$ cat src/cmoc_pkg.sv
package cmoc_pkg;

	// Number of cavity modes modelled in the cryomodule
	localparam int mode_count = 3;

	// Local bus word address and data
	typedef logic [16:0] lb_addr_t;
	typedef logic [31:0] lb_data_t;

	// Signed drive, also used for each mode's coupled drive
	typedef logic signed [17:0] drive_t;
	// Unsigned coupling, 16 fraction bits
	typedef logic [16:0] coupling_t;
	// Right-shift amount setting the mode bandwidth
	typedef logic [3:0] shift_t;
	typedef logic signed [17:0] mode_state_t;
	typedef logic signed [19:0] field_t;
	typedef logic [15:0] step_count_t;

	localparam int coupling_frac = 16;

	// Limits used for clamping
	localparam drive_t drive_max = {1'b0, {($bits(drive_t) - 1){1'b1}}};
	localparam drive_t drive_min = {1'b1, {($bits(drive_t) - 1){1'b0}}};
	localparam field_t field_max = {1'b0, {($bits(field_t) - 1){1'b1}}};
	localparam field_t field_min = {1'b1, {($bits(field_t) - 1){1'b0}}};

	// Address map, word addresses
	localparam lb_addr_t addr_drive = 17'd0;
	localparam lb_addr_t addr_coupling_base = 17'd1;
	localparam lb_addr_t addr_shift_base = 17'd4;
	localparam lb_addr_t addr_step = 17'd7;
	localparam lb_addr_t addr_clear = 17'd8;
	localparam lb_addr_t addr_state_base = 17'd16;
	localparam lb_addr_t addr_field = 17'd24;
	localparam lb_addr_t addr_status = 17'd25;

	localparam int lb_read_latency = 2;

	typedef struct packed {
		logic step_en;
		logic clear;
	} core_ctl_t;

	typedef struct packed {
		coupling_t coupling;
		shift_t shift;
	} mode_cfg_t;

endpackage

$ cat src/cryomodule.sv
`timescale 1ns/1ps

module cryomodule import cmoc_pkg::*; (
	input  logic     clk1x,
	input  logic     reset,
	input  lb_addr_t lb_addr,
	input  lb_data_t lb_data,
	input  logic     lb_write,
	input  logic     lb_read,
	output lb_data_t lb_out,
	output logic     lb_rd_valid
);

	drive_t drive;
	mode_cfg_t cfg [mode_count];
	core_ctl_t ctl;
	drive_t mode_in [mode_count];
	mode_state_t states [mode_count];
	field_t field;

	// Host access, configuration and step sequencing
	lb_control i_lb_control (
		.clk1x       (clk1x),
		.reset       (reset),
		.lb_addr     (lb_addr),
		.lb_data     (lb_data),
		.lb_write    (lb_write),
		.lb_read     (lb_read),
		.lb_out      (lb_out),
		.lb_rd_valid (lb_rd_valid),
		.drive       (drive),
		.cfg         (cfg),
		.ctl         (ctl),
		.states      (states),
		.field       (field)
	);

	// Common drive split into per-mode coupled drive
	mode_drive i_mode_drive (
		.clk1x   (clk1x),
		.reset   (reset),
		.drive   (drive),
		.cfg     (cfg),
		.mode_in (mode_in)
	);

	for (genvar k = 0; k < mode_count; k++) begin : g_mode
		resonator_mode i_mode (
			.clk1x (clk1x),
			.reset (reset),
			.drive (mode_in[k]),
			.shift (cfg[k].shift),
			.ctl   (ctl),
			.state (states[k])
		);
	end

	// All modes summed into the cavity field
	field_sum i_field_sum (
		.clk1x  (clk1x),
		.reset  (reset),
		.states (states),
		.field  (field)
	);

endmodule

$ cat src/field_sum.sv
`timescale 1ns/1ps

module field_sum import cmoc_pkg::*; (
	input  logic        clk1x,
	input  logic        reset,
	input  mode_state_t states [mode_count],
	output field_t      field
);

	// Wide enough that the sum of all modes cannot overflow
	logic signed [$bits(mode_state_t)+$clog2(mode_count):0] total;
	field_t clamped;

	always_comb begin
		total = '0;
		for (int k = 0; k < mode_count; k++)
			total = total + states[k];
	end

	// Saturate to the field range
	always_comb begin
		if (total > field_max)
			clamped = field_max;
		else if (total < field_min)
			clamped = field_min;
		else
			clamped = field_t'(total);
	end

	always_ff @(posedge clk1x) begin
		if (reset)
			field <= '0;
		else
			field <= clamped;
	end

endmodule

$ cat src/lb_control.sv
`timescale 1ns/1ps

module lb_control import cmoc_pkg::*; (
	input  logic        clk1x,
	input  logic        reset,
	input  lb_addr_t    lb_addr,
	input  lb_data_t    lb_data,
	input  logic        lb_write,
	input  logic        lb_read,
	output lb_data_t    lb_out,
	output logic        lb_rd_valid,
	output drive_t      drive,
	output mode_cfg_t   cfg [mode_count],
	output core_ctl_t   ctl,
	input  mode_state_t states [mode_count],
	input  field_t      field
);

	step_count_t step_count;
	logic clear_q;
	logic [lb_read_latency-1:0] rd_pipe;
	lb_addr_t rd_addr_q;
	lb_data_t rd_data;

	// Steps run while the count is nonzero
	assign ctl = '{step_en: (step_count != '0), clear: clear_q};

	// Configuration registers, step counter and clear pulse
	always_ff @(posedge clk1x) begin
		if (reset) begin
			drive <= '0;
			for (int k = 0; k < mode_count; k++) begin
				cfg[k].coupling <= '0;
				cfg[k].shift <= shift_t'(1);
			end
			step_count <= '0;
			clear_q <= 1'b0;
		end else begin
			clear_q <= lb_write && (lb_addr == addr_clear);
			if (ctl.step_en)
				step_count <= step_count - 1'b1;
			if (lb_write) begin
				if (lb_addr == addr_drive)
					drive <= drive_t'(lb_data);
				for (int k = 0; k < mode_count; k++) begin
					if (lb_addr == lb_addr_t'(addr_coupling_base + k))
						cfg[k].coupling <= coupling_t'(lb_data);
					if (lb_addr == lb_addr_t'(addr_shift_base + k))
						cfg[k].shift <= shift_t'(lb_data);
				end
				// A zero count is ignored, a nonzero one replaces what is left
				if (lb_addr == addr_step && step_count_t'(lb_data) != '0)
					step_count <= step_count_t'(lb_data);
				// Clear also cancels the remaining steps
				if (lb_addr == addr_clear)
					step_count <= '0;
			end
		end
	end

	// First read stage: capture address, track valid through the pipe
	always_ff @(posedge clk1x) begin
		if (reset)
			rd_pipe <= '0;
		else
			rd_pipe <= {rd_pipe[lb_read_latency-2:0], lb_read};
	end

	always_ff @(posedge clk1x) begin
		rd_addr_q <= lb_addr;
	end

	// Read mux on the registered address, unmapped reads give zero
	always_comb begin
		rd_data = '0;
		if (rd_addr_q == addr_drive)
			rd_data = lb_data_t'(drive);
		if (rd_addr_q == addr_field)
			rd_data = lb_data_t'(field);
		if (rd_addr_q == addr_status)
			rd_data = lb_data_t'(step_count);
		for (int k = 0; k < mode_count; k++) begin
			if (rd_addr_q == lb_addr_t'(addr_coupling_base + k))
				rd_data = lb_data_t'(cfg[k].coupling);
			if (rd_addr_q == lb_addr_t'(addr_shift_base + k))
				rd_data = lb_data_t'(cfg[k].shift);
			if (rd_addr_q == lb_addr_t'(addr_state_base + k))
				rd_data = lb_data_t'(states[k]);
		end
	end

	// Second read stage: register the selected data
	always_ff @(posedge clk1x) begin
		lb_out <= rd_data;
	end

	assign lb_rd_valid = rd_pipe[lb_read_latency-1];

endmodule

$ cat src/mode_drive.sv
`timescale 1ns/1ps

module mode_drive import cmoc_pkg::*; (
	input  logic      clk1x,
	input  logic      reset,
	input  drive_t    drive,
	input  mode_cfg_t cfg [mode_count],
	output drive_t    mode_in [mode_count]
);

	// Full-width signed product of drive and coupling
	logic signed [$bits(drive_t)+$bits(coupling_t):0] product [mode_count];
	logic signed [$bits(drive_t)+$bits(coupling_t):0] scaled [mode_count];
	drive_t limited [mode_count];

	always_comb begin
		for (int k = 0; k < mode_count; k++) begin
			// Coupling is unsigned, so extend it with a zero sign bit
			product[k] = drive * $signed({1'b0, cfg[k].coupling});
			scaled[k] = product[k] >>> coupling_frac;
			// Couplings above 1.0 can push past the drive range
			if (scaled[k] > drive_max)
				limited[k] = drive_max;
			else if (scaled[k] < drive_min)
				limited[k] = drive_min;
			else
				limited[k] = drive_t'(scaled[k]);
		end
	end

	// Register every mode's drive so all modes see one cycle of latency
	always_ff @(posedge clk1x) begin
		if (reset) begin
			for (int k = 0; k < mode_count; k++)
				mode_in[k] <= '0;
		end else begin
			for (int k = 0; k < mode_count; k++)
				mode_in[k] <= limited[k];
		end
	end

endmodule

$ cat src/resonator_mode.sv
`timescale 1ns/1ps

module resonator_mode import cmoc_pkg::*; (
	input  logic        clk1x,
	input  logic        reset,
	input  drive_t      drive,
	input  shift_t      shift,
	input  core_ctl_t   ctl,
	output mode_state_t state
);

	// One extra bit so the difference never wraps
	logic signed [$bits(mode_state_t):0] diff;
	logic signed [$bits(mode_state_t):0] delta;
	mode_state_t state_next;

	// Leaky integrator, state moves a fraction of the way to the drive
	always_comb begin
		diff = drive - state;
		// Larger shift means narrower bandwidth and slower settling
		delta = diff >>> shift;
		// Result lies between old state and drive, so it fits
		state_next = mode_state_t'(state + delta);
	end

	// Clear wins over a step in the same cycle
	always_ff @(posedge clk1x) begin
		if (reset)
			state <= '0;
		else if (ctl.clear)
			state <= '0;
		else if (ctl.step_en)
			state <= state_next;
	end

endmodule

$ cat config.mk
export PLATFORM = sky130hd
export DESIGN_NAME = cryomodule
export DESIGN_NICKNAME = d
export VERILOG_FILES = /design/src/cmoc_pkg.sv /design/src/cryomodule.sv /design/src/field_sum.sv /design/src/lb_control.sv /design/src/mode_drive.sv /design/src/resonator_mode.sv
export SDC_FILE = /design/constraint.sdc
export NUM_CORES = 2
export LEC_CHECK = 0
export BUFFER_PORTS_ARGS = -buffer_cell sky130_fd_sc_hd__buf_2
export CORE_UTILIZATION = 46
export DETAILED_ROUTE_END_ITERATION = 8
export GPL_ROUTABILITY_DRIVEN = 0
export GPL_TIMING_DRIVEN = 0
export PLACE_DENSITY_LB_ADDON = 0.2
export SLEW_MARGIN = 20
export SYNTH_ARGS = -nofsm -noshare
export SYNTH_HDL_FRONTEND = slang
export SYNTH_SLANG_ARGS = --single-unit
$ cat constraint.sdc
create_clock -name clk1x -period 6.7 [get_ports clk1x]
set_clock_uncertainty 0.2 [all_clocks]
set_input_delay 1.34 -clock clk1x [delete_from_list [all_inputs] [get_ports clk1x]]
set_output_delay 1.34 -clock clk1x [all_outputs]
set_load 0.01 [all_outputs]
==> qor.txt <==
=======================================================================================
Status                                                                     finished with violations
Violations in the final reports                                            setup timing
Clock latency at the later pin of the worst-skew pair                            630 ps
Critical path class                                                        register to register
Largest stage delay on the critical path                                         550 ps
Headroom to the max-slew limit                                                    25.3%
Flop2flop setup slack                                                           -780 ps
Worst EP required                                                               7000 ps
Element type at the critical path end                                          register
Endpoints failing hold                                                                0
Die span in x                                                                    335 um
Count of nets after finishing                                                      7618
Count of final setup violators                                                       54
Share of the yosys chip area belonging to registers                               10.4%
Net Count, Synth                                                                   7331
Starting density of the core                                                      46.7%
Distinct cells, synth                                                                89
Number of fill cells in the layout                                                10000
Pre-CTS WS                                                                     -2270 ps
Hold Path Cell Cnt                                                                    1
Crit path arrival time                                                          7780 ps
Number of flops mapped to enable cells by yosys                                       0
RSZ-0062 raised after global routing                                               true
Area used by multi-input combinational logic                                 0.0410 mm2
Final-report max-slew violation count                                                 0
Share of final-layout standard cells stronger than drive strength 1               13.4%
CTS sink cnt                                                                        265
R2r startpoint                                                             i_lb_control.drive[17]
Class of the tightest hold or removal check                                register to register
CP top delay family                                                         adder cells
GRT Util Overall                                                                  32.3%
Yosys reg bits                                                                      265
Hold_sp                                                                    i_lb_control.rd_pipe[0]
Drt pass-1 iters                                                                      9
Via density                                                                        5.55
Count of vias placed by the detailed router                                       43000
PnR Total Power                                                                 10.0 mW
FF+latch area                                                               0.00540 mm2
Number of violations reported at the end of detailed-routing iteration 0           4027
HPWL reported at the end of detailed placement                                   139 mm
Synth Flop Type                                                            sky130_fd_sc_hd__dfxtp_1
Post-synthesis instance total                                                      5940
Startpoint Class                                                               register
Endpoint of the lowest-slack register-to-register path                     i_mode_drive.mode_in[37]
Total global routing overflow                                                         0
Worst Reg2Reg Path Length in Cells                                                   27
Library cell used as clock root buffer                                     sky130_fd_sc_hd__clkbuf_16
Maximum net fanout on the critical path                                               7
TritonCTS clock tree                                                                yes
Average cell area after synthesis                                              8.60 um2
Post-synth ARST share                                                                0%
Remaining antenna violation count                                                     0
Peak supply drop                                                               0.231 mV
Worst path setup slack after routing                                            -780 ps
First-pass GRT wire length                                                       270 mm
Detailed-route wire length per cell                                             23.2 um
Post-CTS Hold Buffers                                                                 0
Combined area of all synthesized cells                                       0.0511 mm2
Cell occurring most often along the worst timing path                      sky130_fd_sc_hd__fa_1
Total I/O pin count                                                                  86
Number of levels in the clock H-tree                                                  1
TritonCTS buffer count                                                               31
Maximum count of clock buffers along a single path                                    3
Area of the placeable core                                                    0.109 mm2
Maximum number of pins on one net before global-route repair                         17
Leak pwr                                                                        29.7 nW
WP buf/inv                                                                            8
Yosys warning total                                                                   0
Hold Path End                                                              i_lb_control.rd_pipe[1]
Initial antenna violation count                                                      18
Die Footprint                                                                 0.112 mm2
Power density over the cells                                                 170 mW/mm2
Floorplan die height                                                             335 um
Layout Area Growth over Synthesis                                                 15.5%
Number of rows in the core area                                                     121
Final critical path time including I/O delays and setup                         7480 ps
Maximum capacitance violations                                                        0
Final clock period utilization by the worst path                                   112%
Clock slew at reported path FFs                                                   70 ps
Achievable frequency                                                            134 MHz
Worst slew pin tran                                                             1120 ps
Worst-path cell with the longest stage delay                               sky130_fd_sc_hd__fa_1
Total wire length after detailed routing                                         179 mm
Detailed-route DRC error count                                                        0
Count of input and output buffers                                                    66
Number of global-route vias before repair                                         44000
Stages on worst setup path                                                           27
=======================================================================================
[cell usage in the layout (no fill, tap or decap), drive strengths merged, types with 16 or more instances in the layout]
master  count
inv      1231
fa        952
nand2     809
and2      460
ha        386
buf       347
a21oi     273
clkbuf    269
dfxtp     265
nor2      186
o21ai     139
xnor2     120
a21o       78
mux2i      78
xor2       73
nor3       63
nand3      46
a211oi     40
a22oi      38
nor2b      37
o21a       25
or3        22
a31oi      21
nand2b     19
o211ai     19
o21bai     18
and3       16
nor4       16
[cells by family after synthesis]
family / after synthesis / share of synthesized area, %
adders and majority gates: 1338 / 46.7
AOI/OAI and AO/OA: 769 / 9.74
muxes: 101 / 2.21
DFF: 265 / 10.4
buffers and inverters: 1553 / 11.6
xor gates and xnor gates: 193 / 3.31
and+or+nand+nor: 1721 / 16.1
[metrics by stage]
stage	cells	cell area [um2]	hold WS, ps	TNS (ps)	utilization, %
6_report	7742	59000	284	-31870	53.9
3_3_place_gp	7482	53800	290	-95660	49.1
4_1_cts	7668	58100	289	-28370	53.0
2_1_floorplan	5940	51600	214	-1180	-
3_5_place_dp	7483	53800	279	-96560	49.1
5_1_grt	7728	59000	300	-40250	53.9
[metal layers]
| layer | part of all wire (%) | routed length (um) | track usage, % | vias to the layer above |
|---|---|---|---|---|
| li1 | - | - | - | 18800 |
| met1 | 38 | 68900 | 40.8 | 21300 |
| met2 | 43 | 77800 | 50.2 | 2150 |
| met4 | 7.9 | 14100 | 19.9 | 16 |
| met3 | 10 | 18500 | 7.32 | 633 |
| met5 | 0.056 | 100 | 0 | - |
[where the power goes]
part / total [mW] / internal [mW] / switching, mW
clock network: 1.88 / 1.10 / 0.779
registers: 2.42 / 1.83 / 0.594
logic: 5.71 / 2.55 / 3.17
[synthesized netlist by cell type, drive strengths merged (21+ instances only)]
master  instances  area share (%)
a211oi         40            0.60
mux2i          78             1.5
ha            386             9.5
dfxtp         265              10
nand3          46            0.45
nor2          186             1.4
nor2b          37            0.45
or3            22            0.27
o21ai         139             1.4
nor3           63            0.64
nand2         809             5.9
clkbuf        285             2.1
xor2           73             1.3
and2          460             5.6
a21oi         273             2.7
xnor2         120             2.1
buf            37            0.42
a31oi          21            0.26
a22oi          38            0.56
o21a           25            0.37
inv          1230             9.0
a21o           78             1.1
fa            952              37
[registers in the layout, indices dropped and copies added (netlist names)]
name and count:
g_mode.i_mode.state 54, i_field_sum.field 20, i_lb_control.cfg 63, i_lb_control.clear_q 1
i_lb_control.drive 18, i_lb_control.lb_out 20, i_lb_control.rd_addr_q 17, i_lb_control.rd_pipe 2
i_lb_control.step_count 16, i_mode_drive.mode_in 54
[repair_timing]
item	CTS	global route
pin swaps	102	114
endpoints found under the setup margin	55	68
gates cloned	6	2
setup buffers	136	70
gates resized for setup	499	233
[worst max path at each step]
| stage | from | end | slack (ps) |
|---|---|---|---|
| 2_1_floorplan | i_lb_control.drive[8] | i_mode_drive.mode_in[6] | -110 |
| 5_1_grt | i_lb_control.drive[7] | i_mode_drive.mode_in[45] | -900 |
| 3_5_place_dp | i_lb_control.drive[4] | i_mode_drive.mode_in[45] | -2270 |
| 3_3_place_gp | i_lb_control.drive[4] | i_mode_drive.mode_in[45] | -2230 |
| 6_report | i_lb_control.drive[17] | i_mode_drive.mode_in[37] | -780 |
| 4_1_cts | i_lb_control.drive[12] | i_mode_drive.mode_in[37] | -660 |
[layout make-up]
cell class / count / share of cell area (%)
Buffer: 296 / 4.66
Inverter: 1231 / 7.84
Clock buffer: 41 / 1.51
Timing Repair Buffer: 279 / 3.77
Antenna cell: 15 / 0.0636
Clock inverter: 16 / 0.367
Multi-Input combinational cell: 4123 / 69.5
Sequential cell: 265 / 9.15
Tap cell: 1476 / 3.13
Power figures use the tool's default switching activity.
